===== src/bt_rx_pkg.sv =====
// Sizes, opcodes and shared types for the serial receiver.
// Counts are narrower than a full buffer needs, so they wrap to zero when full.
package bt_rx_pkg;

	// Cycles per bit and the idle limit share this width.
	localparam int bit_period_width = 10;

	// Receive buffer geometry.
	localparam int fifo_bytes = 8192;
	localparam int fifo_addr_width = $clog2(fifo_bytes);

	// Byte count on the write side, halfword count on the read side.
	localparam int wr_count_width = 13;
	localparam int rd_count_width = 12;

	// Data mode opcodes.
	typedef enum logic [7:0]
	{
		cmd_start = 8'h00,
		cmd_cancel = 8'h01
	} cmd_op_t;

	// End of burst detector.
	typedef enum logic [1:0]
	{
		collecting = 2'b00,
		checking = 2'b01,
		done = 2'b10
	} burst_state_t;

	// One received byte; valid is a single cycle strobe.
	typedef struct packed
	{
		logic [7:0] data;
		logic valid;
	} rx_byte_t;

	// Receive FIFO flags and counts.
	typedef struct packed
	{
		logic full;
		logic empty;
		logic [wr_count_width-1:0] wr_count;
		logic [rd_count_width-1:0] rd_count;
	} fifo_status_t;

endpackage

===== src/command_decoder.sv =====
// Pairs data mode bytes as opcode then operand; the last pair of a burst is applied.
// Pairing continues across bursts, so an odd burst shifts the next pairing.
`timescale 1ns/10ps

module command_decoder
(
	input logic clock,
	input logic reset,
	input bt_rx_pkg::rx_byte_t rx_byte,
	input logic burst_end,
	output logic [7:0] stream_select,
	output logic sending
);

	// Low while waiting for an opcode, high while waiting for its operand.
	logic phase;
	logic [7:0] opcode_q;
	logic [7:0] operand_q;

	always_ff @(posedge clock or posedge reset)
	begin
		if (reset)
		begin
			phase <= 1'b0;
			opcode_q <= 8'h00;
			operand_q <= 8'h00;
		end
		else if (rx_byte.valid)
		begin
			phase <= ~phase;
			if (phase)
				operand_q <= rx_byte.data;
			else
				opcode_q <= rx_byte.data;
		end
	end

	always_ff @(posedge clock or posedge reset)
	begin
		if (reset)
		begin
			stream_select <= 8'h00;
			sending <= 1'b0;
		end
		else if (burst_end)
		begin
			case (bt_rx_pkg::cmd_op_t'(opcode_q))
				bt_rx_pkg::cmd_start:
				begin
					stream_select <= operand_q;
					sending <= 1'b1;
				end
				bt_rx_pkg::cmd_cancel:
				begin
					sending <= 1'b0;
				end
				default:
				begin
					// Outputs hold for unknown opcodes.
				end
			endcase
		end
	end

endmodule


===== config.mk =====
export PLATFORM = sky130hd
export DESIGN_NAME = command_decoder
export DESIGN_NICKNAME = d
export VERILOG_FILES = /design/src/bt_rx_pkg.sv /design/src/command_decoder.sv
export SDC_FILE = /design/constraint.sdc
export NUM_CORES = 1
export LEC_CHECK = 0
export ABC_AREA = 1
export ABC_CLOCK_PERIOD_IN_PS = 1100
export BUFFER_PORTS_ARGS = -buffer_cell sky130_fd_sc_hd__clkbuf_2
export CORE_MARGIN = 4
export CORE_UTILIZATION = 35
export DETAILED_ROUTE_END_ITERATION = 10
export PLACE_DENSITY = 0.58
export SLEW_MARGIN = 10
export SYNTH_ARGS = -nofsm -noshare
export SYNTH_HDL_FRONTEND = slang
export SYNTH_SLANG_ARGS = --single-unit

===== constraint.sdc =====
create_clock -name clock -period 1.1 [get_ports clock]
set_clock_uncertainty 0.15 [all_clocks]
set_input_delay 0.055 -clock clock [delete_from_list [all_inputs] [get_ports clock]]
set_output_delay 0.055 -clock clock [all_outputs]
set_load 0.02 [all_outputs]

Word-level counts from Yosys, hierarchy flattened
Index checks and enable logic that the tools add are counted.

word-level totals
  register bits = 26
  input port bits = 12
  output and inout port bits = 9
  logic and storage cells = 14

cells by class
  equal/unequal tests = 1
  mux-type cells = 1
  bitwise gates (word level) = 1
  reductions and logical operators = 6

operators by type and width
  kind                  count
  $eq A8 B1 Y1 const B  1
  $logic_not A8 Y1      1
  $reduce_and A2 Y1     4
  $pmux W1 S2           1
  $reduce_bool A2 Y1    1
  $not A1 Y1            1

Longest topological paths before layout
  word-level depth = 3
  depth in mapped cells = 6
  gate-level depth less buffers = 6

Worst setup path before layout
Ideal clock, no wire load.

  kind = register to register
  from = reg phase
  to = reg opcode_q[7]
  library setup time = 0.117 ns
  arrival = 0.948 ns
  data required time = 0.833 ns
  setup slack = -0.115 ns
  stages on the path, launching flop included = 6
  path buffers = 2
  period minus slack after synthesis = 1.215 ns
  cells stage by stage = dfrtp_1 or2_1 buf_6 buf_12 nand2_2 o21ai_2

between the ends
  word-level cells in the longest chain between the ends = 2

ends and longest elaborated chain
  what                                RTL line               RTL
  start: declaration                  command_decoder.sv:16  logic phase;
  start signal: assignment            command_decoder.sv:30  phase <= ~phase;
  $not A1 Y1 (no source line)         n/a
  $reduce_and A2 Y1 (no source line)  n/a
  end signal: assignment              command_decoder.sv:34  opcode_q <= rx_byte.data;
  end: declaration                    command_decoder.sv:17  logic [7:0] opcode_q;

No other way between the ends.
A chain may end at the register's enable or synchronous reset.

Worst setup path in the final report
  from = reg opcode_q[4]
  to = reg stream_select[5]

between the ends
  word-level cells in the longest chain between the ends = 2

ends and longest elaborated chain
  what                                RTL line               RTL
  $logic_not A8 Y1                    command_decoder.sv:47  case (bt_rx_pkg::cmd_op_t'(opcode_q))
  $reduce_and A2 Y1 (no source line)  n/a
  end signal: assignment              command_decoder.sv:50  stream_select <= operand_q;
  end: declaration                    command_decoder.sv:11  output logic [7:0] stream_select,

No other way between the ends.

==> metrics.cfg <==
[sta]
finalSetupTns_ns=-1.78
setup_violations=21
fmax_mhz=817
hold_ws_ns=0.0527
slew_headroom_pct=78.0
timing.final.crit_share_pct=111
hold_violations=0
fin_ws_ns=-0.123
rsz0062_at_grt=true
tightest_slew_ns=0.330
drv_slew=0
period_minus_slack_ns=1.22

[clock_network]
clock_latency_ns=0.32
clockBufferDepth=2
cts_tree=built
cts_root_buf=clkbuf_4
cts_buffers=3
path_clk_slew_ns=0.15
cts.sinks=26
cts_max_level=1

[yosys]
synth_top_area_share_pct=59.2
syn_nets=130
synth_area_sq_um=1100
ys.warnings.count=0
syn-mean-instance-area_sq_um=9.31
ys_seq_elements=26
synth_area_leader_cell=dfrtp_1
yosysUniqueCellTypes=15
synth_seq_area_share_pct=59.2
yosys-top-cells-area=dfrtp_1 59%, nand2_1 13%, o21ai_2 6.4%
synth_cells=118

[setup_path]
cpMostUsedCell=nand2_1
crit_path_max_fanout=5
cp_cell_sequence=nor2_2 > nand2_2 > inv_4 > nand3_4 > nand2_1 > nand2_1
crit_path_start=opcode_q[4]$_DFFE_PP0P_
regToRegSetupSlack_ns=-0.12
worst_path_dominant_cell_family=simple AND/OR/NAND/NOR gates
critPathLaunchType=flop
critPathKind=flop to flop
worstPathArrival_ns=1.30
rr_startpoint=opcode_q[4]$_DFFE_PP0P_
cp_num_buf_inv=1
crit_slowest_cell=dfrtp_1
worstPathRequired_ns=1.17
max_stage_delay_ns=0.41
cp-end-kind=flop

[min_path]
hold_class=input pin to flop
min-delay-start=rx_byte[0]

[cells_and_area]
final_cell_mix=26 x dfrtp_1, 20 x nand2_1, 19 x buf_4, 14 x nand2_2, 13 x inv_1
area_growth_pct=63.8
drive_gt1_share_pct=50.6
fin_nets=189
diodes=0
fillers=262
final_common_cell=dfrtp_1
fin_area_sq_um=1800

[routing]
final_antenna_net_count=0
vias=963
drt_iter0_drc=32
vias_per_cell=4.38
avgRoutedWirePerCell_um=11.6
drtPass1Iterations=4
drc_errors=0
routed_wirelength_mm=2.56

[power_and_ir_drop]
p_clk_share_pct=15.4
leakagePower_nw=0.932
p_switching_mw=1.06
p_total_mw=3.18
sw_frac_of_total_pct=33.5
ir_drop_mv=0.811
p_int_mw=2.11
pwr-share-seq_pct=43.5
pwr-share-comb_pct=41.1
power_density_nw_per_um2=1770

[floorplan]
die_x_um=64.0
coreArea_sq_um=3030
rows=20
io_pins=21
fp.dieH_um=64.0
die-area_sq_um=4100
start_util_pct=36.3

[grt]
grt_pass1_vias=915
antenna_found_initial=0
grt.total_usage_pct=12.8
grt_first_pass_wirelength_mm=4.12
grt_max_degree=27
gr-total-overflow=0

[run_status]
status=finished with violations
violations=negative setup slack

[place]
placed_cell_area_sq_um=1280
place.detailed.hpwl_mm=1.51
place_congestion=0.787
portBuffers=20
dp_slack_ns=-0.156

[run]
maxCapViolations=0

==> worst paths after layout <==
path	to	cells past startpoint
max	stream_select[5]$_DFFE_PP0P_	6
min	phase$_DFFE_PP0P_	5
max reg2reg	stream_select[5]$_DFFE_PP0P_	6
min reg2reg	opcode_q[6]$_DFFE_PP0P_	2
max in group asynchronous	operand_q[6]$_DFFE_PP0P_	4
min in group asynchronous	stream_select[2]$_DFFE_PP0P_	4
==> worst reg2reg max path, delay by kind of cell, from the launching register on <==
kind / cells / cell delay, ns
and+or+nand+nor: 5 / 0.48
DFF: 1 / 0.41
buffers and inverters: 1 / 0.09
==> power groups by stage <==
| stage | registers (mW) | logic [mW] | clock network [mW] |
|---|---|---|---|
| 6_report | 1.38 | 1.31 | 0.489 |
| 5_1_grt | 1.41 | 1.42 | 0.547 |
| 4_1_cts | 1.33 | 0.910 | 0.499 |
| 3_5_place_dp | 1.35 | 0.691 | 0 |
| 3_3_place_gp | 1.35 | 0.681 | 0 |
| 2_1_floorplan | 1.45 | 0.365 | 0 |
==> through the flow <==
stage               cells  util (%)
finish                220      59.4
global route          220      59.4
CTS                   208      51.2
detailed placement    184      42.4
global placement      184      42.4
floorplan             118         -
==> cell families after synthesis <==
kind of cell | after synthesis | share of synthesized area, %
AOI/OAI and AO/OA | 16 | 10.0
DFF | 26 | 59.2
and+or+nand+nor | 58 | 22.1
buffers and inverters | 18 | 8.66
==> registers in the layout (all words and copies together) (netlist names) <==
register and flops:
phase 1, stream_select 8, operand_q 8, opcode_q 8, sending 1
==> cells in the mapped netlist <==
library cell	count
nand2_1	39
or2_1	1
nor2_1	6
buf_4	1
o21ai_2	8
nand3_2	1
nand3_1	9
buf_6	1
nand2_2	1
inv_1	14
dfrtp_1	26
o21ai_0	8
clkbuf_1	1
nor2_2	1
buf_12	1
==> metal layers <==
layer / global-route usage [%] / vias up / wire [um]
met2: 20.4 / 17 / 1310
met4: 5.39 / 0 / 9
met1: 16.6 / 457 / 1160
li1: - / 487 / -
met5: 0 / - / 0
met3: 2.99 / 2 / 81
==> cell type report <==
cell class	instances	area [sq um]	area share (%)
clock buffers	4	36.3	2.02
inverters	14	55.1	3.06
multi-input cells	75	484	26.9
flip-flops and latches	26	651	36.2
well taps	44	55.1	3.06
repair buffers	57	518	28.8
==> repair_timing <==
action,in CTS,in global routing
pin swaps,10,4
endpoints found under the setup margin,23,35
hold buffers,11,2
hold endpoints to repair,52,5
gates cloned,2,1
buffers inserted,7,10
resized for setup,16,61
No activity file was read; power rests on OpenSTA's default activity.
