**src/bt_rx_pkg.sv**
```systemverilog
// Sizes, opcodes and shared types for the serial receiver.
// Counts are narrower than a full buffer needs, so they wrap to zero when full.
package bt_rx_pkg;

	// Cycles per bit and the idle limit share this width.
	localparam int bit_period_width = 10;

	// Receive buffer geometry.
	localparam int fifo_bytes = 8192;
	localparam int fifo_addr_width = $clog2(fifo_bytes);

	// Byte count on the write side, halfword count on the read side.
	localparam int wr_count_width = 13;
	localparam int rd_count_width = 12;

	// Data mode opcodes.
	typedef enum logic [7:0]
	{
		cmd_start = 8'h00,
		cmd_cancel = 8'h01
	} cmd_op_t;

	// End of burst detector.
	typedef enum logic [1:0]
	{
		collecting = 2'b00,
		checking = 2'b01,
		done = 2'b10
	} burst_state_t;

	// One received byte; valid is a single cycle strobe.
	typedef struct packed
	{
		logic [7:0] data;
		logic valid;
	} rx_byte_t;

	// Receive FIFO flags and counts.
	typedef struct packed
	{
		logic full;
		logic empty;
		logic [wr_count_width-1:0] wr_count;
		logic [rd_count_width-1:0] rd_count;
	} fifo_status_t;

endpackage
```
**src/uart_rx.sv**
```systemverilog
// 8N1 serial receiver. cycles_per_bit must be at least 4 and held stable during a frame.
// A stop bit sampled low drops the byte silently.
`timescale 1ns/10ps

module uart_rx
(
	input logic clock,
	input logic reset,
	input logic [bt_rx_pkg::bit_period_width-1:0] cycles_per_bit,
	input logic serial_in,
	output bt_rx_pkg::rx_byte_t rx_byte,
	output logic busy
);

	logic serial_meta;
	logic serial_sync;
	logic serial_prev;
	logic start_edge;
	logic sample_point;
	logic [bt_rx_pkg::bit_period_width-1:0] cycle_count;
	logic [bt_rx_pkg::bit_period_width-1:0] half_period;
	logic [3:0] bit_count;
	logic [7:0] shift_reg;
	logic [7:0] data_q;
	logic valid_q;

	assign start_edge = serial_prev & ~serial_sync;
	assign half_period = cycles_per_bit >> 1;

	// Start bit is checked at mid period, the rest at whole periods.
	always_comb
	begin
		if (bit_count == 4'd0)
			sample_point = (cycle_count == half_period);
		else
			sample_point = (cycle_count == cycles_per_bit - 1'b1);
	end

	always_ff @(posedge clock or posedge reset)
	begin
		if (reset)
		begin
			serial_meta <= 1'b1;
			serial_sync <= 1'b1;
			serial_prev <= 1'b1;
			busy <= 1'b0;
			cycle_count <= '0;
			bit_count <= 4'd0;
			valid_q <= 1'b0;
		end
		else
		begin
			serial_meta <= serial_in;
			serial_sync <= serial_meta;
			serial_prev <= serial_sync;
			valid_q <= 1'b0;
			if (!busy)
			begin
				cycle_count <= '0;
				bit_count <= 4'd0;
				if (start_edge)
					busy <= 1'b1;
			end
			else if (sample_point)
			begin
				cycle_count <= '0;
				if (bit_count == 4'd0 && serial_sync)
					busy <= 1'b0;
				else if (bit_count == 4'd9)
				begin
					busy <= 1'b0;
					valid_q <= serial_sync;
				end
				else
					bit_count <= bit_count + 4'd1;
			end
			else
				cycle_count <= cycle_count + 1'b1;
		end
	end

	// Data arrives least significant bit first.
	always_ff @(posedge clock)
	begin
		if (busy && sample_point && bit_count != 4'd0 && bit_count != 4'd9)
			shift_reg <= {serial_sync, shift_reg[7:1]};
		if (busy && sample_point && bit_count == 4'd9)
			data_q <= shift_reg;
	end

	assign rx_byte = '{data: data_q, valid: valid_q};

endmodule

```
**config.mk**
```make
export PLATFORM = sky130hd
export DESIGN_NAME = uart_rx
export DESIGN_NICKNAME = d
export VERILOG_FILES = /design/src/bt_rx_pkg.sv /design/src/uart_rx.sv
export SDC_FILE = /design/constraint.sdc
export NUM_CORES = 1
export LEC_CHECK = 0
export ABC_AREA = 1
export ABC_CLOCK_PERIOD_IN_PS = 3600
export BUFFER_PORTS_ARGS = -buffer_cell sky130_fd_sc_hd__buf_4
export CORE_MARGIN = 3
export CORE_UTILIZATION = 50
export CTS_BUF_LIST = sky130_fd_sc_hd__clkbuf_16
export DETAILED_ROUTE_END_ITERATION = 16
export PLACE_DENSITY = 0.67
export SETUP_SLACK_MARGIN = 0.4
export SLEW_MARGIN = 15
export SYNTH_ARGS = -nofsm -noshare
export SYNTH_HDL_FRONTEND = slang
export SYNTH_SLANG_ARGS = --single-unit
```
**constraint.sdc**
```tcl
create_clock -name clock -period 3.6 [get_ports clock]
set_clock_uncertainty 0.05 [all_clocks]
set_input_delay 0.36 -clock clock [delete_from_list [all_inputs] [get_ports clock]]
set_output_delay 0.36 -clock clock [all_outputs]
set_load 0.02 [all_outputs]
```
# Yosys cells after proc, flatten, opt, wreduce, memory -nomap -nowiden

Cells that the tools add are included.

$add $sub $neg: 3
Equality and inequality tests: 7
Multiplexer cells: 16
Bitwise gates (word level): 2
Reductions and logical operators: 8

Operators with widths:

| operator                                                             | count |
|---|---|
| 10-bit two-way mux                                                   | 2 |
| 4-bit two-way mux                                                    | 4 |
| 10-bit by 1-bit adder with 10-bit output, second input constant      | 1 |
| 10-bit == test                                                       | 1 |
| 10-bit by 9-bit == test with 1-bit output                            | 1 |
| 1-bit two-way mux                                                    | 10 |
| 10-bit by 1-bit subtractor with 10-bit output, second input constant | 1 |
| 1-bit logical AND                                                    | 5 |
| 4-bit by 1-bit adder with 4-bit output, second input constant        | 1 |
| 4-bit == test, second input constant                                 | 1 |
| 4-bit zero test                                                      | 1 |
| 2-bit != test, second input constant                                 | 2 |
| 4-bit != test, second input constant                                 | 1 |
| 4-bit nonzero test                                                   | 1 |
| 3-bit AND reduction                                                  | 1 |
| 2-bit by 1-bit != test with 1-bit output, second input constant      | 1 |
| 1-bit AND                                                            | 1 |
| 1-bit inverter                                                       | 1 |

Register bits: 35
Input port bits: 13
Output and inout bits: 10
Word-level logic and storage cells: 45

# Depth between registers and ports, before layout

Depth after elaboration: 6
Mapped depth: 17
Mapped depth without buffers: 17

# Least setup slack after synthesis

No wires, ideal clock.

Kind: input-to-reg
Start point: input port cycles_per_bit[0] in the netlist's numbering
End point: register shift_reg[0] (enable)
Library setup time: 0.385 ns
Data arrival time: 2.134 ns
Data required time: 3.165 ns
Slack: 1.030 ns
Stages: 12
Path buffers: 0
Cell sequence: inv_1 -> ha_1 -> nand2_1 -> nor2_1 -> nand3_1 -> nand3_1 -> nand3_1 -> nand2_1 -> nand2_1 -> nor2_1 -> nand3_1 -> nor3b_1

Longest elaborated chain between the ends: 6

Ends and longest elaborated chain:

| what                                          | RTL line      | RTL |
|---|---|---|
| start: declaration                            | uart_rx.sv:9  | `input logic [bt_rx_pkg::bit_period_width-1:0] cycles_per_bit,` |
| 10-bit by 1-bit subtractor with 10-bit output | uart_rx.sv:36 | `sample_point = (cycle_count == cycles_per_bit - 1'b1);` |
| 10-bit == test                                | uart_rx.sv:36 |  |
| 1-bit two-way mux                             | uart_rx.sv:33 | `if (bit_count == 4'd0)` |
| 1-bit logical AND (3 in a row)                | uart_rx.sv:85 | `if (busy && sample_point && bit_count != 4'd0 && bit_count != 4'd9)` |
| end signal: assignment                        | uart_rx.sv:86 | `shift_reg <= {serial_sync, shift_reg[7:1]};` |
| end: declaration                              | uart_rx.sv:23 | `logic [7:0] shift_reg;` |

Every way passes these cells.
A chain may end at the register's enable or synchronous reset.

# Worst setup path after layout

Start point: register bit_count[0]
End point: register data_q[3] (enable)

Longest elaborated chain between the ends: 4
Elaborated cells on any way between the ends: 5
Those cells by class: 1 x eq/ne; 1 x mux; 3 x reduce/logical

Ends and longest elaborated chain:

| what                     | RTL line      | RTL |
|---|---|---|
| start: declaration       | uart_rx.sv:22 | `logic [3:0] bit_count;` |
| start signal: assignment | uart_rx.sv:75 | `bit_count <= bit_count + 4'd1;` |
| 4-bit zero test          | uart_rx.sv:33 |  |
| 1-bit two-way mux        | uart_rx.sv:33 |  |
| 1-bit logical AND        | uart_rx.sv:87 | `if (busy && sample_point && bit_count == 4'd9)` |
| 1-bit logical AND (*)    | uart_rx.sv:87 |  |
| end signal: assignment   | uart_rx.sv:88 | `data_q <= shift_reg;` |
| end: declaration         | uart_rx.sv:24 | `logic [7:0] data_q;` |

Mark *: on every way between the ends. The rest lies on a longest branch, timed or not.

==> summary.md <==
| Metric | Value |
|---|---|
| TritonCTS clock tree | built |
| Commonest non-fill, non-tap cell in the layout | nand2_1 |
| RSZ-0062 raised after global routing | false |
| Total core area | 0.00374 mm2 |
| Port-buffer cells | 22 |
| Die span in x | 68.8 um |
| CP required | 3.46 ns |
| Max-cap violations | 0 |
| Largest register FFs | 10 |
| Drt pass-1 iters | 4 |
| ANT cells | 0 |
| DR WL met2 | between 1500 and 2000 um |
| Clock root buffer | clkbuf_16 |
| Peak supply drop | ~0.44 mV |
| Die area | 0.00473 mm2 |
| Starting DRT DRC Count | 76 |
| Fillers | 358 |
| GRT Util Overall | 18.3% |
| Final nets | 298 |
| Outcome | completed |
| Post-Syn Area | 0.00197 mm2 |
| I/O pin count | 23 |
| Total grt overflow | 0 |
| Worst-path clk slew | around 0.050 ns |
| CP max FO | 15 |
| Syn avg cell area | 7.79 um2 |
| Met3 routed WL | 137 um |
| Hold buffers post-CTS | 0 |
| Yosys warns | 0 |
| Vias/cell | 4.87 |
| Placement Setup Slack | 0.828 ns |
| WL/cell | about 12 um |
| Max-slew violations | 0 |
| Fmax | 383 MHz |
| Most frequent cells in the layout | nand2_1, nand3_1, inv_1, nor2_1, buf_4 |
| Endpoints failing setup | 0 |
| Post-route DRC | 0 |
| Hpwl dp | 2930 um |
| Sequential-to-total area share from yosys stat | 48.7% |
| Post-synthesis net count | between 200 and 300 |
| PostCTS Resize Cnt | 0 |
| Worst Hold Path Cells | 1 |
| Clk sink count | 35 |
| CP endpoint kind | flop |
| Clock buffer depth | 2 |
| Number of global-route vias before repair | 1473 |
| Setup TNS | 0 ns |
| Post-route ant nets | 0 |
| Multi-input gate area | 843 um2 |
| Die Y | 68.8 um |
| Initial antenna violation count | 0 |
| Worst setup margin | between 0.9 and 1 ns |
| CTS H-tree lvls | 2 |
| Library cells used by synthesis | 22 |
| Setup CP Type | reg2reg |
| Critical Path Start Type | flop |
| Pleak | 1.16 nW |
| Highest metal used | met4 |
| Fin. Hold Viols | 0 |
| Post-layout min period | 2.61 ns |
| Mapped Cells | 253 |
| Metal-1 WL | approximately 1900 um |
| Power per cell area | ~620 mW/mm2 |
| Post-CTS Setup Inserts | 0 |
| Worst-skew pair later-pin latency | 0.28 ns |
| Critical path arrival | about 2.5 ns |
| Layout cell share with drive strength beyond 1 | between 15 and 20% |
| Synthesized flop and latch total | 35 |
| Sequential cell area | 960 um2 |
| Hold Path Class | in2reg |
| Global-route wire length before repair | 6400 um |
| Worst R2R Path Depth | 13 |
| Tcrit/Tclk final | between 70% and 80% |
| Routed via count | 1602 |
| Num CTS Buffers | 5 |
| Initial Utilization | 52.6% |
| GP Congestion | roughly 0.83 |
| Area growth syn-to-layout | 18.9% |
| Rel. slew slack | 49.4% |
| Largest net degree at the start of global routing | 20 |
| Slew @ Worst Pin | 0.759 ns |
| Row count | 22 |
| Detailed Route WL | roughly 3800 um |
## per-stage QoR
step / power, mW / hold slack [ns] / util [%] / cell area [um2] / std cells
2_1_floorplan: 0.881 / 0.259 / - / 1970 / 253
3_3_place_gp: 0.960 / 0.295 / 58.1 / 2170 / 321
3_5_place_dp: 0.968 / 0.298 / 58.1 / 2170 / 321
4_1_cts: 1.45 / 0.136 / 62.6 / 2340 / 329
5_1_grt: 1.56 / 0.136 / 62.6 / 2340 / 329
6_report: 1.45 / 0.139 / 62.6 / 2340 / 329
## path summary, 6_finish.rpt
check | slack (ns) | to | startpoint
setup / recovery | 0.99 | data_q[3]$_DFFE_PP_ | bit_count[0]$_DFFE_PP0P_
hold / removal | 0.14 | serial_meta$_DFF_PP1_ | serial_in
setup reg to reg | 0.99 | data_q[3]$_DFFE_PP_ | bit_count[0]$_DFFE_PP0P_
hold reg to reg | 0.31 | serial_sync$_DFF_PP1_ | serial_meta$_DFF_PP1_
max in group asynchronous | 2.85 | cycle_count[9]$_DFF_PP0_ | reset
min in group asynchronous | 0.17 | bit_count[2]$_DFFE_PP0P_ | reset
## cells in the mapped netlist (all sizes together)
master  number  share of area (%)
xnor2        1               0.44
nand3       38                9.9
o21ai        6                1.5
ha           5                3.2
buf          3                1.5
dfstp        3                4.0
nor3         3               0.76
xor2         4                1.8
nor3b        1               0.38
inv         36                7.0
nand2       85                 17
dfrtp       16                 20
nor2        34                7.4
edfxtp      16                 24
nand4        2               0.63
## area by class of cell
class / instances / share of cell area (%)
clock buffer: 5 / 5.34
clock inverter: 3 / 1.87
inverter: 36 / 5.88
multi-input combinational: 179 / 36.0
sequential: 35 / 41.0
tap: 48 / 2.56
timing repair buffer: 23 / 7.37
## critical path, stage by stage (launching register included)
cell and delay, ns:
dfrtp_1 0.43, inv_1 0.07, ha_1 0.25, nand2_4 0.19, inv_4 0.09, nand2_1 0.10
nand2_1 0.06, nand2_1 0.06, nand2_1 0.05, nor2_1 0.09, nand2_1 0.07, nor2_2 0.10
nand3_1 0.12, nor2_1 0.52
## power by group
part           switching [mW]  internal, mW
clock                   0.155         0.326
sequential             0.0511         0.472
combinational           0.282         0.160
## layer usage
layer	GRT usage, %	vias to the layer above
met3	6.00	5
met4	5.11	0
met2	29.2	21
met1	23.9	726
li1	-	850
met5	0	-
## cells by family after synthesis
logic type	count (synthesis)	share of synthesized area, %
AO/OA/AOI/OAI	6	1.52
XOR/XNOR	5	2.22
adder cells (fa/ha/maj)	5	3.17
buffers and inverters	39	8.51
flip-flops	35	48.7
AND/OR/NAND/NOR	163	35.9
(Power assumes the default switching activity.)
